--- config.mk ---
export PLATFORM = sky130hd
export DESIGN_NAME = ctrl_top
export DESIGN_NICKNAME = d
export VERILOG_FILES = /design/src/rtl/ctrl_pkg.sv /design/src/rtl/ctrl_fsm.sv /design/src/rtl/ctrl_top.sv /design/src/rtl/exc_detect.sv /design/src/rtl/irq_arbiter.sv
export SDC_FILE = /design/constraint.sdc
export NUM_CORES = 1
export LEC_CHECK = 0
export ABC_AREA = 1
export ABC_CLOCK_PERIOD_IN_PS = 2790
export BUFFER_PORTS_ARGS = -buffer_cell sky130_fd_sc_hd__buf_4
export CAP_MARGIN = 30
export CORE_UTILIZATION = 30
export DETAILED_ROUTE_END_ITERATION = 10
export PLACE_DENSITY_LB_ADDON = 0.12
export SLEW_MARGIN = 30
export SYNTH_ARGS = -nofsm -noshare
export SYNTH_HDL_FRONTEND = slang
export SYNTH_HIERARCHICAL = 1
export SYNTH_SLANG_ARGS = --single-unit
--- constraint.sdc ---
create_clock -name clk_i -period 2.79 [get_ports clk_i]
set_clock_uncertainty 0.15 [all_clocks]
set_input_delay 0.558 -clock clk_i [delete_from_list [all_inputs] [get_ports clk_i]]
set_output_delay 0.558 -clock clk_i [all_outputs]
set_load 0.01 [all_outputs]
--- src/rtl/ctrl_pkg.sv ---
//////////////////////////////
// controller package
// widths, enums and structs shared by the core control blocks
//////////////////////////////

`default_nettype none

package ctrl_pkg;

  // data and address word width
  localparam int unsigned xlen = 32;

  typedef enum logic [1:0] {
    PRIV_LVL_U = 2'b00,
    PRIV_LVL_M = 2'b11
  } priv_lvl_e;

  // fetch address source
  typedef enum logic [1:0] {
    PC_BOOT = 2'b00,
    PC_JUMP = 2'b01,
    PC_EXC  = 2'b10,
    PC_ERET = 2'b11
  } pc_sel_e;

  // vector base for exceptions vs interrupts
  typedef enum logic [0:0] {
    EXC_PC_EXC = 1'b0,
    EXC_PC_IRQ = 1'b1
  } exc_pc_sel_e;

  //////////////////////////////
  // trap causes
  //////////////////////////////

  // msb marks an interrupt, bit 4 marks a fast or nm interrupt
  typedef enum logic [5:0] {
    EXC_CAUSE_INSTR_ACCESS_FAULT = 6'd1,
    EXC_CAUSE_ILLEGAL_INSN       = 6'd2,
    EXC_CAUSE_BREAKPOINT         = 6'd3,
    EXC_CAUSE_LOAD_ACCESS_FAULT  = 6'd5,
    EXC_CAUSE_STORE_ACCESS_FAULT = 6'd7,
    EXC_CAUSE_ECALL_UMODE        = 6'd8,
    EXC_CAUSE_ECALL_MMODE        = 6'd11,
    EXC_CAUSE_IRQ_SOFTWARE_M     = {1'b1, 5'd3},
    EXC_CAUSE_IRQ_TIMER_M        = {1'b1, 5'd7},
    EXC_CAUSE_IRQ_EXTERNAL_M     = {1'b1, 5'd11},
    EXC_CAUSE_IRQ_NM             = {1'b1, 5'd31}
  } exc_code_e;

  // field view of an interrupt cause
  typedef struct packed {
    logic       irq;
    logic       fast;
    logic [3:0] id;
  } irq_cause_t;

  // exceptions decode the code view, interrupts build through the field view
  typedef union packed {
    exc_code_e  code;
    irq_cause_t fields;
  } exc_cause_u;

  //////////////////////////////
  // bundles
  //////////////////////////////

  // requests already qualified with mie
  typedef struct packed {
    logic        irq_software;
    logic        irq_timer;
    logic        irq_external;
    logic [14:0] irq_fast;
  } irqs_t;

  // instruction sitting in the IF/ID register
  typedef struct packed {
    logic            valid;
    logic            illegal;
    logic            ecall;
    logic            mret;
    logic            wfi;
    logic            ebreak;
    logic            csr_flush;
    logic            fetch_err;
    logic            fetch_err_plus2;
    logic            is_compressed;
    logic [31:0]     instr;
    logic [15:0]     instr_c;
    logic [xlen-1:0] pc;
  } instr_info_t;

  typedef struct packed {
    logic            load_err;
    logic            store_err;
    logic [xlen-1:0] addr_last;
  } lsu_err_t;

  // csr save and restore strobes
  typedef struct packed {
    logic save_if;
    logic save_id;
    logic save_cause;
    logic restore_mret;
  } csr_ctrl_t;

  typedef struct packed {
    logic            special_req;
    logic            trap_pending;
    logic            mret;
    logic            wfi;
    logic            csr_flush;
    exc_cause_u      cause;
    logic [xlen-1:0] mtval;
  } exc_info_t;

  typedef struct packed {
    logic       take;
    logic       wake;
    exc_cause_u cause;
  } irq_info_t;

endpackage

`default_nettype wire

--- src/rtl/ctrl_fsm.sv ---
//////////////////////////////
// controller state machine
// pc select, csr strobes, nmi mode and IF/ID stall control
//////////////////////////////

`default_nettype none

module ctrl_fsm
  import ctrl_pkg::*;
(
  input  logic            clk_i,
  input  logic            rst_ni,
  input  logic            instr_valid_i,
  input  exc_info_t       exc_i,
  input  irq_info_t       irq_i,
  input  logic            branch_set_i,
  input  logic            jump_set_i,
  input  logic            stall_id_i,
  input  priv_lvl_e       priv_mode_i,
  output logic            ctrl_busy_o,
  output logic            instr_req_o,
  output logic            id_in_ready_o,
  output logic            instr_valid_clear_o,
  output logic            flush_id_o,
  output logic            controller_run_o,
  output logic            pc_set_o,
  output pc_sel_e         pc_mux_o,
  output exc_pc_sel_e     exc_pc_mux_o,
  output exc_cause_u      exc_cause_o,
  output logic [xlen-1:0] csr_mtval_o,
  output csr_ctrl_t       csr_o,
  output logic            nmi_mode_o,
  output logic            in_flush_o
);

  typedef enum logic [2:0] {
    RESET, BOOT_SET, WAIT_SLEEP, SLEEP, FIRST_FETCH, DECODE, FLUSH, IRQ_TAKEN
  } ctrl_fsm_e;

  ctrl_fsm_e ctrl_fsm_cs, ctrl_fsm_ns;
  logic      nmi_mode_d, nmi_mode_q;
  logic      halt_if, retain_id, flush_id;
  logic      mret_ok;

  // mret only returns from M-mode, the U-mode case traps as illegal
  assign mret_ok = exc_i.mret & (priv_mode_i == PRIV_LVL_M);

  always_comb begin
    ctrl_fsm_ns      = ctrl_fsm_cs;
    nmi_mode_d       = nmi_mode_q;
    instr_req_o      = 1'b1;
    ctrl_busy_o      = 1'b1;
    controller_run_o = 1'b0;
    // mux selects only matter while pc_set_o is high
    pc_set_o         = 1'b0;
    pc_mux_o         = PC_BOOT;
    exc_pc_mux_o     = EXC_PC_IRQ;
    exc_cause_o      = '0;
    csr_mtval_o      = '0;
    csr_o            = '0;
    halt_if          = 1'b0;
    retain_id        = 1'b0;
    flush_id         = 1'b0;

    unique case (ctrl_fsm_cs)
      RESET: begin
        instr_req_o = 1'b0;
        pc_set_o    = 1'b1;
        ctrl_fsm_ns = BOOT_SET;
      end

      BOOT_SET: begin
        // boot address into the fetch unit
        pc_set_o    = 1'b1;
        ctrl_fsm_ns = FIRST_FETCH;
      end

      WAIT_SLEEP: begin
        ctrl_busy_o = 1'b0;
        instr_req_o = 1'b0;
        halt_if     = 1'b1;
        flush_id    = 1'b1;
        ctrl_fsm_ns = SLEEP;
      end

      SLEEP: begin
        instr_req_o = 1'b0;
        halt_if     = 1'b1;
        flush_id    = 1'b1;
        // stay clock gated until some request shows up
        if (irq_i.wake) begin
          ctrl_fsm_ns = FIRST_FETCH;
        end else begin
          ctrl_busy_o = 1'b0;
        end
      end

      FIRST_FETCH: begin
        // wait out an IF miss
        if (!stall_id_i) begin
          ctrl_fsm_ns = DECODE;
        end
        // interrupt wins, IF halts until the redirect
        if (irq_i.take) begin
          ctrl_fsm_ns = IRQ_TAKEN;
          halt_if     = 1'b1;
        end
      end

      DECODE: begin
        controller_run_o = 1'b1;
        pc_mux_o         = PC_JUMP;

        // keep the instruction in ID so FLUSH can still see it
        if (exc_i.special_req) begin
          retain_id = 1'b1;
          if (!stall_id_i) begin
            ctrl_fsm_ns = FLUSH;
          end
        end

        // branches and jumps redirect right away
        if (branch_set_i || jump_set_i) begin
          pc_set_o = 1'b1;
        end

        // a pending irq waits for ID to drain
        if (irq_i.take && (stall_id_i || instr_valid_i)) begin
          halt_if = 1'b1;
        end

        if (irq_i.take && !stall_id_i && !exc_i.special_req && !instr_valid_i) begin
          ctrl_fsm_ns = IRQ_TAKEN;
          halt_if     = 1'b1;
        end
      end

      IRQ_TAKEN: begin
        pc_mux_o     = PC_EXC;
        exc_pc_mux_o = EXC_PC_IRQ;
        if (irq_i.take) begin
          pc_set_o           = 1'b1;
          csr_o.save_if      = 1'b1;
          csr_o.save_cause   = 1'b1;
          exc_cause_o        = irq_i.cause;
          // nmi handler runs without nesting
          if (irq_i.cause.code == EXC_CAUSE_IRQ_NM) begin
            nmi_mode_d = 1'b1;
          end
        end
        ctrl_fsm_ns = DECODE;
      end

      FLUSH: begin
        halt_if     = 1'b1;
        flush_id    = 1'b1;
        ctrl_fsm_ns = DECODE;

        if (exc_i.trap_pending) begin
          // exception vector, epc from the instruction in ID
          pc_set_o         = 1'b1;
          pc_mux_o         = PC_EXC;
          exc_pc_mux_o     = EXC_PC_EXC;
          csr_o.save_id    = 1'b1;
          csr_o.save_cause = 1'b1;
          exc_cause_o      = exc_i.cause;
          csr_mtval_o      = exc_i.mtval;
        end else if (mret_ok) begin
          pc_set_o           = 1'b1;
          pc_mux_o           = PC_ERET;
          csr_o.restore_mret = 1'b1;
          // mret also leaves the nmi handler
          nmi_mode_d         = 1'b0;
        end else if (exc_i.wfi) begin
          ctrl_fsm_ns = WAIT_SLEEP;
        end else if (exc_i.csr_flush && irq_i.take) begin
          // csr writes may have just enabled an interrupt
          ctrl_fsm_ns = IRQ_TAKEN;
        end
      end

      default: begin
        instr_req_o = 1'b0;
        ctrl_fsm_ns = RESET;
      end
    endcase
  end

  //////////////////////////////
  // stall control
  //////////////////////////////

  assign id_in_ready_o       = ~stall_id_i & ~halt_if & ~retain_id;
  // retain keeps valid set unless the flush kills it anyway
  assign instr_valid_clear_o = ~(stall_id_i | retain_id) | flush_id;
  assign flush_id_o          = flush_id;
  assign nmi_mode_o          = nmi_mode_q;
  assign in_flush_o          = (ctrl_fsm_cs == FLUSH);

  always_ff @(posedge clk_i or negedge rst_ni) begin
    if (!rst_ni) begin
      ctrl_fsm_cs <= RESET;
      nmi_mode_q  <= 1'b0;
    end else begin
      ctrl_fsm_cs <= ctrl_fsm_ns;
      nmi_mode_q  <= nmi_mode_d;
    end
  end

endmodule

`default_nettype wire

--- src/rtl/ctrl_top.sv ---
//////////////////////////////
// core controller top level
// exception detection, interrupt arbiter and main FSM
//////////////////////////////

`default_nettype none

module ctrl_top
  import ctrl_pkg::*;
#(
  parameter int unsigned NumFastIrq = 15
) (
  input  logic            clk_i,
  input  logic            rst_ni,
  // IF/ID register and LSU
  input  instr_info_t     instr_i,
  input  lsu_err_t        lsu_i,
  // interrupts and csr state
  input  irqs_t           irqs_i,
  input  logic            irq_nm_i,
  input  priv_lvl_e       priv_mode_i,
  input  logic            csr_mstatus_mie_i,
  input  logic            csr_mstatus_tw_i,
  // execute side
  input  logic            branch_set_i,
  input  logic            jump_set_i,
  input  logic            stall_id_i,
  output logic            ctrl_busy_o,
  output logic            instr_req_o,
  output logic            id_in_ready_o,
  output logic            instr_valid_clear_o,
  output logic            flush_id_o,
  output logic            controller_run_o,
  output logic            pc_set_o,
  output pc_sel_e         pc_mux_o,
  output exc_pc_sel_e     exc_pc_mux_o,
  output exc_cause_u      exc_cause_o,
  output logic [xlen-1:0] csr_mtval_o,
  output csr_ctrl_t       csr_o,
  output logic            nmi_mode_o
);

  exc_info_t exc_info;
  irq_info_t irq_info;
  logic      in_flush;

  exc_detect u_exc_detect (
    .clk_i            (clk_i),
    .rst_ni           (rst_ni),
    .instr_i          (instr_i),
    .lsu_i            (lsu_i),
    .priv_mode_i      (priv_mode_i),
    .csr_mstatus_tw_i (csr_mstatus_tw_i),
    .in_flush_i       (in_flush),
    .exc_o            (exc_info)
  );

  // nmi mode feeds back from the FSM
  irq_arbiter #(
    .NumFastIrq (NumFastIrq)
  ) u_irq_arbiter (
    .irqs_i            (irqs_i),
    .irq_nm_i          (irq_nm_i),
    .csr_mstatus_mie_i (csr_mstatus_mie_i),
    .nmi_mode_i        (nmi_mode_o),
    .irq_o             (irq_info)
  );

  ctrl_fsm u_ctrl_fsm (
    .clk_i               (clk_i),
    .rst_ni              (rst_ni),
    .instr_valid_i       (instr_i.valid),
    .exc_i               (exc_info),
    .irq_i               (irq_info),
    .branch_set_i        (branch_set_i),
    .jump_set_i          (jump_set_i),
    .stall_id_i          (stall_id_i),
    .priv_mode_i         (priv_mode_i),
    .ctrl_busy_o         (ctrl_busy_o),
    .instr_req_o         (instr_req_o),
    .id_in_ready_o       (id_in_ready_o),
    .instr_valid_clear_o (instr_valid_clear_o),
    .flush_id_o          (flush_id_o),
    .controller_run_o    (controller_run_o),
    .pc_set_o            (pc_set_o),
    .pc_mux_o            (pc_mux_o),
    .exc_pc_mux_o        (exc_pc_mux_o),
    .exc_cause_o         (exc_cause_o),
    .csr_mtval_o         (csr_mtval_o),
    .csr_o               (csr_o),
    .nmi_mode_o          (nmi_mode_o),
    .in_flush_o          (in_flush)
  );

endmodule

`default_nettype wire

--- src/rtl/exc_detect.sv ---
//////////////////////////////
// exception detection
// qualifies decoder and lsu flags, registers requests,
// picks the winning exception and forms cause and mtval
//////////////////////////////

`default_nettype none

module exc_detect
  import ctrl_pkg::*;
(
  input  logic        clk_i,
  input  logic        rst_ni,
  input  instr_info_t instr_i,
  input  lsu_err_t    lsu_i,
  input  priv_lvl_e   priv_mode_i,
  input  logic        csr_mstatus_tw_i,
  input  logic        in_flush_i,
  output exc_info_t   exc_o
);

  logic ecall, mret, wfi, ebrk, csr_flush, fetch_err, illegal;
  logic illegal_umode;
  logic illegal_d, illegal_q;
  logic exc_req_d, exc_req_q;
  logic load_err_d, load_err_q;
  logic store_err_d, store_err_q;
  logic lsu_req;
  exc_cause_u      cause;
  logic [xlen-1:0] mtval;

  // decoder flags do not look at valid, qualify them here
  assign ecall     = instr_i.ecall     & instr_i.valid;
  assign mret      = instr_i.mret      & instr_i.valid;
  assign wfi       = instr_i.wfi       & instr_i.valid;
  assign ebrk      = instr_i.ebreak    & instr_i.valid;
  assign csr_flush = instr_i.csr_flush & instr_i.valid;
  assign fetch_err = instr_i.fetch_err & instr_i.valid;
  assign illegal   = instr_i.illegal   & instr_i.valid;

  // mret needs M-mode, tw traps wfi out of U-mode
  assign illegal_umode = (priv_mode_i != PRIV_LVL_M) & (mret | (csr_mstatus_tw_i & wfi));

  // requests are flopped and dropped while the flush handles them
  assign illegal_d = (illegal | illegal_umode) & ~in_flush_i;
  assign exc_req_d = (ecall | ebrk | illegal_d | fetch_err) & ~in_flush_i;

  // lsu errors are single pulses, hold them until the flush takes them
  assign load_err_d  = (lsu_i.load_err  | load_err_q)  & ~in_flush_i;
  assign store_err_d = (lsu_i.store_err | store_err_q) & ~in_flush_i;
  assign lsu_req     = lsu_i.load_err | lsu_i.store_err | load_err_q | store_err_q;

  always_ff @(posedge clk_i or negedge rst_ni) begin
    if (!rst_ni) begin
      illegal_q   <= 1'b0;
      exc_req_q   <= 1'b0;
      load_err_q  <= 1'b0;
      store_err_q <= 1'b0;
    end else begin
      illegal_q   <= illegal_d;
      exc_req_q   <= exc_req_d;
      load_err_q  <= load_err_d;
      store_err_q <= store_err_d;
    end
  end

  //////////////////////////////
  // prioritisation
  //////////////////////////////

  // order follows the privileged spec, instruction faults ahead of lsu faults
  always_comb begin
    cause = '0;
    mtval = '0;
    if (fetch_err) begin
      cause.code = EXC_CAUSE_INSTR_ACCESS_FAULT;
      mtval      = instr_i.fetch_err_plus2 ? instr_i.pc + xlen'(2) : instr_i.pc;
    end else if (illegal_q) begin
      cause.code = EXC_CAUSE_ILLEGAL_INSN;
      mtval      = instr_i.is_compressed ? xlen'(instr_i.instr_c) : xlen'(instr_i.instr);
    end else if (ecall) begin
      cause.code = (priv_mode_i == PRIV_LVL_M) ? EXC_CAUSE_ECALL_MMODE : EXC_CAUSE_ECALL_UMODE;
    end else if (ebrk) begin
      // mtval stays zero for breakpoints
      cause.code = EXC_CAUSE_BREAKPOINT;
    end else if (store_err_q) begin
      cause.code = EXC_CAUSE_STORE_ACCESS_FAULT;
      mtval      = lsu_i.addr_last;
    end else if (load_err_q) begin
      cause.code = EXC_CAUSE_LOAD_ACCESS_FAULT;
      mtval      = lsu_i.addr_last;
    end
  end

  // anything that needs the pipeline flushed before going on
  assign exc_o.special_req  = mret | wfi | csr_flush | exc_req_d | lsu_req;
  assign exc_o.trap_pending = exc_req_q | load_err_q | store_err_q;
  assign exc_o.mret         = mret;
  assign exc_o.wfi          = wfi;
  assign exc_o.csr_flush    = csr_flush;
  assign exc_o.cause        = cause;
  assign exc_o.mtval        = mtval;

endmodule

`default_nettype wire

--- src/rtl/irq_arbiter.sv ---
//////////////////////////////
// interrupt arbiter
// decides if an interrupt is taken and encodes its cause
//////////////////////////////

`default_nettype none

module irq_arbiter
  import ctrl_pkg::*;
#(
  parameter int unsigned NumFastIrq = 15
) (
  input  irqs_t     irqs_i,
  input  logic      irq_nm_i,
  input  logic      csr_mstatus_mie_i,
  input  logic      nmi_mode_i,
  output irq_info_t irq_o
);

  // only the implemented fast lines take part
  localparam logic [14:0] fast_mask = 15'((1 << NumFastIrq) - 1);

  logic [14:0] fast_vec;
  logic [3:0]  fast_id;
  logic        irq_pending;
  exc_cause_u  cause;

  assign fast_vec    = irqs_i.irq_fast & fast_mask;
  assign irq_pending = irqs_i.irq_software | irqs_i.irq_timer | irqs_i.irq_external |
                       (|fast_vec);

  // highest fast id wins
  always_comb begin
    fast_id = 4'd0;
    for (int i = 0; i < 15; i++) begin
      if (fast_vec[i]) begin
        fast_id = 4'(i);
      end
    end
  end

  // nmi first, then fast, external, software, timer
  always_comb begin
    cause = '0;
    if (irq_nm_i) begin
      cause.code = EXC_CAUSE_IRQ_NM;
    end else if (|fast_vec) begin
      // fast causes sit at 16 + id
      cause.fields = '{irq: 1'b1, fast: 1'b1, id: fast_id};
    end else if (irqs_i.irq_external) begin
      cause.code = EXC_CAUSE_IRQ_EXTERNAL_M;
    end else if (irqs_i.irq_software) begin
      cause.code = EXC_CAUSE_IRQ_SOFTWARE_M;
    end else begin
      cause.code = EXC_CAUSE_IRQ_TIMER_M;
    end
  end

  // no nesting inside the nmi handler
  assign irq_o.take  = ~nmi_mode_i & (irq_nm_i | (irq_pending & csr_mstatus_mie_i));
  // sleep ends on any request, mie or not
  assign irq_o.wake  = irq_nm_i | irq_pending;
  assign irq_o.cause = cause;

endmodule

`default_nettype wire

# Yosys cells after proc, flatten, opt, wreduce, memory -nomap -nowiden
# Index checks and enable logic that the tools add are counted.
[op_classes] addsub=1 mul=0 mux=80 n_reduce_logical=18 n_lt_le_gt_ge=0 shifts=0 eq_ne=18 div=0 n_bitwise=47
[ops] cell="$mux W32" n=10
[ops] cell="$mux W6" n=10
[ops] cell="$mux W4" n=13
[ops] cell="$mux W3" n=11
[ops] cell="$add A32 B2 Y32 const B" n=1
[ops] cell="$pmux W3 S8" n=1
[ops] cell="$mux W1" n=23
[ops] cell="$or A1 B1 Y1" n=23
[ops] cell="$and A1 B1 Y1" n=18
[ops] cell="$reduce_or A15 Y1" n=1
[ops] cell="$eq A3 B3 Y1 const B" n=4
[ops] cell="$pmux W6 S2" n=1
[ops] cell="$mux W2" n=5
[ops] cell="$eq A3 B2 Y1 const B" n=2
[ops] cell="$eq A6 B6 Y1 const B" n=1
[ops] cell="$ne A2 B1 Y1 const B" n=3
[ops] cell="$ne A2 B2 Y1 const B" n=3
[ops] cell="$ne A3 B2 Y1 const B" n=2
[ops] cell="$not A1 Y1" n=6
[ops] cell="$pmux W1 S2" n=3
[ops] cell="$pmux W2 S3" n=1
[ops] cell="$reduce_or A3 Y1" n=2
[ops] cell="$logic_and A1 B1 Y1" n=5
[ops] cell="$reduce_and A5 Y1" n=1
[ops] cell="11 further kinds" n=14
[totals] latch_bits=0 word_cells=170 out_inout_bits=53 rom_bits=0 input_bits=152 mem_count=0 ram_bits=0 ff_bits=8

# Depth between registers and ports, before layout
[depth] ltp_word=20 depth_mapped=20 ltp_nobuf=20

# Cells and area by module
# Netlist, hierarchy kept.
[by_module_without_submodules] mod="exc_detect" instances=1 cells_per_inst=410 area_each_um2=2049.5 seq_area_each_um2=100.1
[by_module_without_submodules] mod="ctrl_fsm" instances=1 cells_per_inst=174 area_each_um2=895.9 seq_area_each_um2=100.1
[by_module_without_submodules] mod="irq_arbiter" instances=1 cells_per_inst=60 area_each_um2=280.3 seq_area_each_um2=0.0

# Least setup slack after synthesis
# Ideal clock, no wire load.
[synth_timing] kind="in2out" from="input irqs_i[2] (netlist name)" to="output id_in_ready_o" stages=9 required_ns=2.082 arrival_time_ns=1.823 n_path_buf=0 setup_slack_ns=0.259 path_cell_list="inv_1 nand2_1 nor4_4 nand2_2 nor3_2 a31oi_1 inv_1 o21ai_0 nor3_1"
[synth_rtl] item="start, declared" line_no="ctrl_top.sv:19" source="input irqs_t irqs_i,"
[synth_rtl] item="end, declared" line_no="ctrl_top.sv:30" source="output logic id_in_ready_o,"

==> Flow_metrics.wiki <==
{| class="wikitable"
! Metric !! Value
|-
| Final core utilization || 50.4%
|-
| Setup crit start kind || primary input
|-
| Total placed cells including tap cells || roughly 980
|-
| Die extent in y || 106 um
|-
| Setup violators final || 0
|-
| Clock tree buffer depth || 2
|-
| Number of antenna violations at the first check in global routing || 0
|-
| Number of primary I/O pins || 205
|-
| HPWL reported at the end of detailed placement || 11.3 mm
|-
| Starting density of the core || 31.1%
|-
| FP Rows || 37
|-
| Number of max-capacitance violations reported || 0
|-
| Post-synthesis average cell area || 5.01 sq um
|-
| Layout net count || 1013
|-
| Via count of the first global-routing pass || 4703
|-
| Class of the most critical hold timing path || flop to flop
|-
| GP Congestion || 0.872
|-
| Count of mapped cells out of synthesis || 644
|-
| DR pass1 iterations || 9
|-
| Portion of the post-synthesis area used by sequential elements || 6.21%
|-
| Skew-Pair Late Insertion Delay || 230 ps
|-
| DR WL/cell || 13.8 um
|-
| Worst IR drop on VDD || 419 uV
|-
| Die area || 11200 sq um
|-
| Lkg Pwr || between 2 and 3 nW
|-
| RSZ-0062 raised after global routing || true
|-
| Worst endpoint data arrival time || 2040 ps
|-
| Hold Crit Start || u_ctrl_fsm/nmi_mode_o$_DFFE_PN0P_
|-
| Outcome || finished clean
|-
| Synth unique cells || 44
|-
| Largest driver fanout on the critical path || 4
|-
| FFs w/ async S/R, synth || between 90% and 100%
|-
| Total CTS buffers || 3
|-
| Maximum number of pins on one net before global-route repair || 36
|-
| Clock slew at reported path FFs || 40 ps
|-
| Class of the most critical setup path || primary input to primary output
|-
| Wire length of the first global-routing pass || 22.1 mm
|-
| Fraction of layout instances using a drive strength above 1 || 35.9%
|-
| Number of enable-type register cells in the synthesized netlist || 0
|-
| Syn. warnings || 6
|-
| Final worst setup slack || 39.5 ps
|-
| Number of diodes || 0
|-
| Worst path slowest cell || sky130_fd_sc_hd__nor3_4
|-
| Launching instance or port of the critical path || irqs_i[5]
|-
| Core ar. || ~10000 sq um
|-
| Count of H-tree levels built during CTS || 1
|-
| Grt total ovfl || 0
|-
| Critical path required time || 2080 ps
|-
| Overall routing resource usage || between 20% and 30%
|-
| Count of unresolved DRC violations after routing || 0
|-
| Most common flop cell mapped by yosys || sky130_fd_sc_hd__dfrtp_1
|-
| Final cell count without fillers || 994
|-
| Delay contributed by the slowest stage of the critical path || 230 ps
|-
| Number of DRC markers after the initial detailed-route iteration || approximately 220
|-
| Cells along the critical path || buf_4 -> nor2_4 -> nand3_2 -> nor4_4 -> nand2_2 -> nor3_4 -> a31oi_4 -> inv_1 -> o21ai_0 -> nor3_1 -> buf_4
|-
| Vias per inst || 4.85
|-
| Root buffer cell || sky130_fd_sc_hd__clkbuf_8
|-
| # port buffers || 204
|-
| Highest clock rate || ~360 MHz
|-
| Final worst path period share || 98.6%
|-
| Min Tclk post-route || 2750 ps
|-
| Worst Setup Slack post-DPL || 35.3 ps
|-
| Register bit total from synthesis || 8
|-
| Commonest cells after routing, fill and taps aside || sky130_fd_sc_hd__buf_4 (229), sky130_fd_sc_hd__nand2_1 (218), sky130_fd_sc_hd__nor2_1 (95)
|-
| Reg-to-reg startpoint || u_exc_detect/store_err_q$_DFF_PN0_
|-
| Chip width || 106 um
|-
| Synthesis-to-layout area growth || 62.0%
|-
| CP endpoint kind || primary output
|-
| Via count || 4822
|-
| Clk sinks || 8
|-
| Most frequent cell on the critical path || sky130_fd_sc_hd__buf_4
|-
| Clock tree from TritonCTS || done
|-
| Summed instance area of the synthesized netlist || 3230 sq um
|-
| Setup TNS || 0 ps
|-
| Most common library cell in the layout ignoring fill and taps || sky130_fd_sc_hd__buf_4
|-
| Detail Route Antenna Nets || 0
|-
| Final Hold Viols || 0
|-
| Total power per unit cell area || approximately 390 nW/um^2
|-
| Final count of pins violating max slew || 0
|-
| Post-detailed-routing wire length || between 10 and 15 mm
|}
-- report_power, final --
part	switching (W)	internal (W)	total, W
clock network	0.0000460	0.0000935	0.000140
registers	0.0000645	0.000168	0.000232
logic	0.000918	0.000772	0.00169
-- flip-flops by register name (all words and copies together), names as in the netlist --
signal                    cells
u_ctrl_fsm/nmi_mode_o         1
u_exc_detect/exc_req_q        1
u_exc_detect/load_err_q       1
u_exc_detect/illegal_q        1
u_ctrl_fsm/ctrl_fsm_cs        3
u_exc_detect/store_err_q      1
-- through the flow --
step | total power [W] | area, sq um | hold WS [ps]
final | 0.00206 | 5230 | 364
after global routing | 0.00226 | 5230 | 402
after CTS | 0.00200 | 5010 | 373
after detailed placement | 0.00185 | 4960 | 238
after global placement | 0.00184 | 4960 | 237
after floorplan | 0.00114 | 3230 | 112
-- layer usage --
metal  global-route usage [%]  part of all wire (%)  vias up
met5                        0                     0        -
met3                     4.14                   7.4       27
met4                     5.56                   2.1        0
met2                     43.8                    49      175
li1                         -                     -     2468
met1                     29.5                    42     2152
-- what timing repair did --
action                     CTS  global route
setup endpoints to repair    0            33
hold endpoints to repair     8             0
buffers inserted             0             8
hold buffers                 1             0
gates resized for setup      0            43
-- path summary, 6_finish.rpt --
kind	end	slack, ps	cells after the start
min reg2reg	u_ctrl_fsm/nmi_mode_o$_DFFE_PN0P_	360	2
max	id_in_ready_o	40	11
min	u_ctrl_fsm/nmi_mode_o$_DFFE_PN0P_	360	2
max in group asynchronous	u_exc_detect/load_err_q$_DFF_PN0_	1820	2
max reg2reg	u_ctrl_fsm/ctrl_fsm_cs[0]$_DFFE_PN0P_	860	10
min in group asynchronous	u_ctrl_fsm/ctrl_fsm_cs[2]$_DFFE_PN0P_	540	2
-- Yosys cell counts (6+ instances only) --
| master | instances | area [sq um] |
|---|---|---|
| sky130_fd_sc_hd__buf_2 | 9 | 45.0 |
| sky130_fd_sc_hd__o21ai_0 | 17 | 85.1 |
| sky130_fd_sc_hd__nand2_1 | 223 | 837 |
| sky130_fd_sc_hd__dfrtp_1 | 8 | 200 |
| sky130_fd_sc_hd__buf_4 | 10 | 75.1 |
| sky130_fd_sc_hd__nor2_1 | 106 | 398 |
| sky130_fd_sc_hd__nand4_1 | 13 | 81.3 |
| sky130_fd_sc_hd__o211ai_1 | 6 | 45.0 |
| sky130_fd_sc_hd__a21oi_1 | 13 | 65.1 |
| sky130_fd_sc_hd__inv_2 | 8 | 30.0 |
| sky130_fd_sc_hd__mux2i_1 | 7 | 70.1 |
| sky130_fd_sc_hd__nor2_2 | 8 | 50.1 |
| sky130_fd_sc_hd__clkbuf_1 | 6 | 22.5 |
| sky130_fd_sc_hd__o311ai_0 | 6 | 52.6 |
| sky130_fd_sc_hd__inv_1 | 75 | 282 |
| sky130_fd_sc_hd__nand3_1 | 65 | 325 |
-- worst max-delay path, delay by kind of cell --
kind / cells / cell delay [ps]
and+or+nand+nor: 6 / 880
buffers and inverters: 3 / 370
AOI/OAI and AO/OA: 2 / 230
-- layout make-up --
class / count / area [sq um]
sequential: 8 / 200
clock buffer: 3 / 41.3
tap: 136 / 170
inverter: 83 / 314
multi-input combinational: 526 / 2670
timing repair buffer: 238 / 1830
fill: 1133 / 5140
-- kinds of logic after synthesis --
family                   count (synthesis)  share of synthesized area [%]
other                                    2                          0.233
buffers and inverters                  111                           15.0
flip-flops                               8                           6.21
AO/OA/AOI/OAI                           66                           13.3
AND/OR/NAND/NOR                        446                           61.8
multiplexers                             7                           2.17
XOR/XNOR                                 3                          0.815
adder cells (fa/ha/maj)                  1                          0.388
Power figures use the tool's default switching activity.
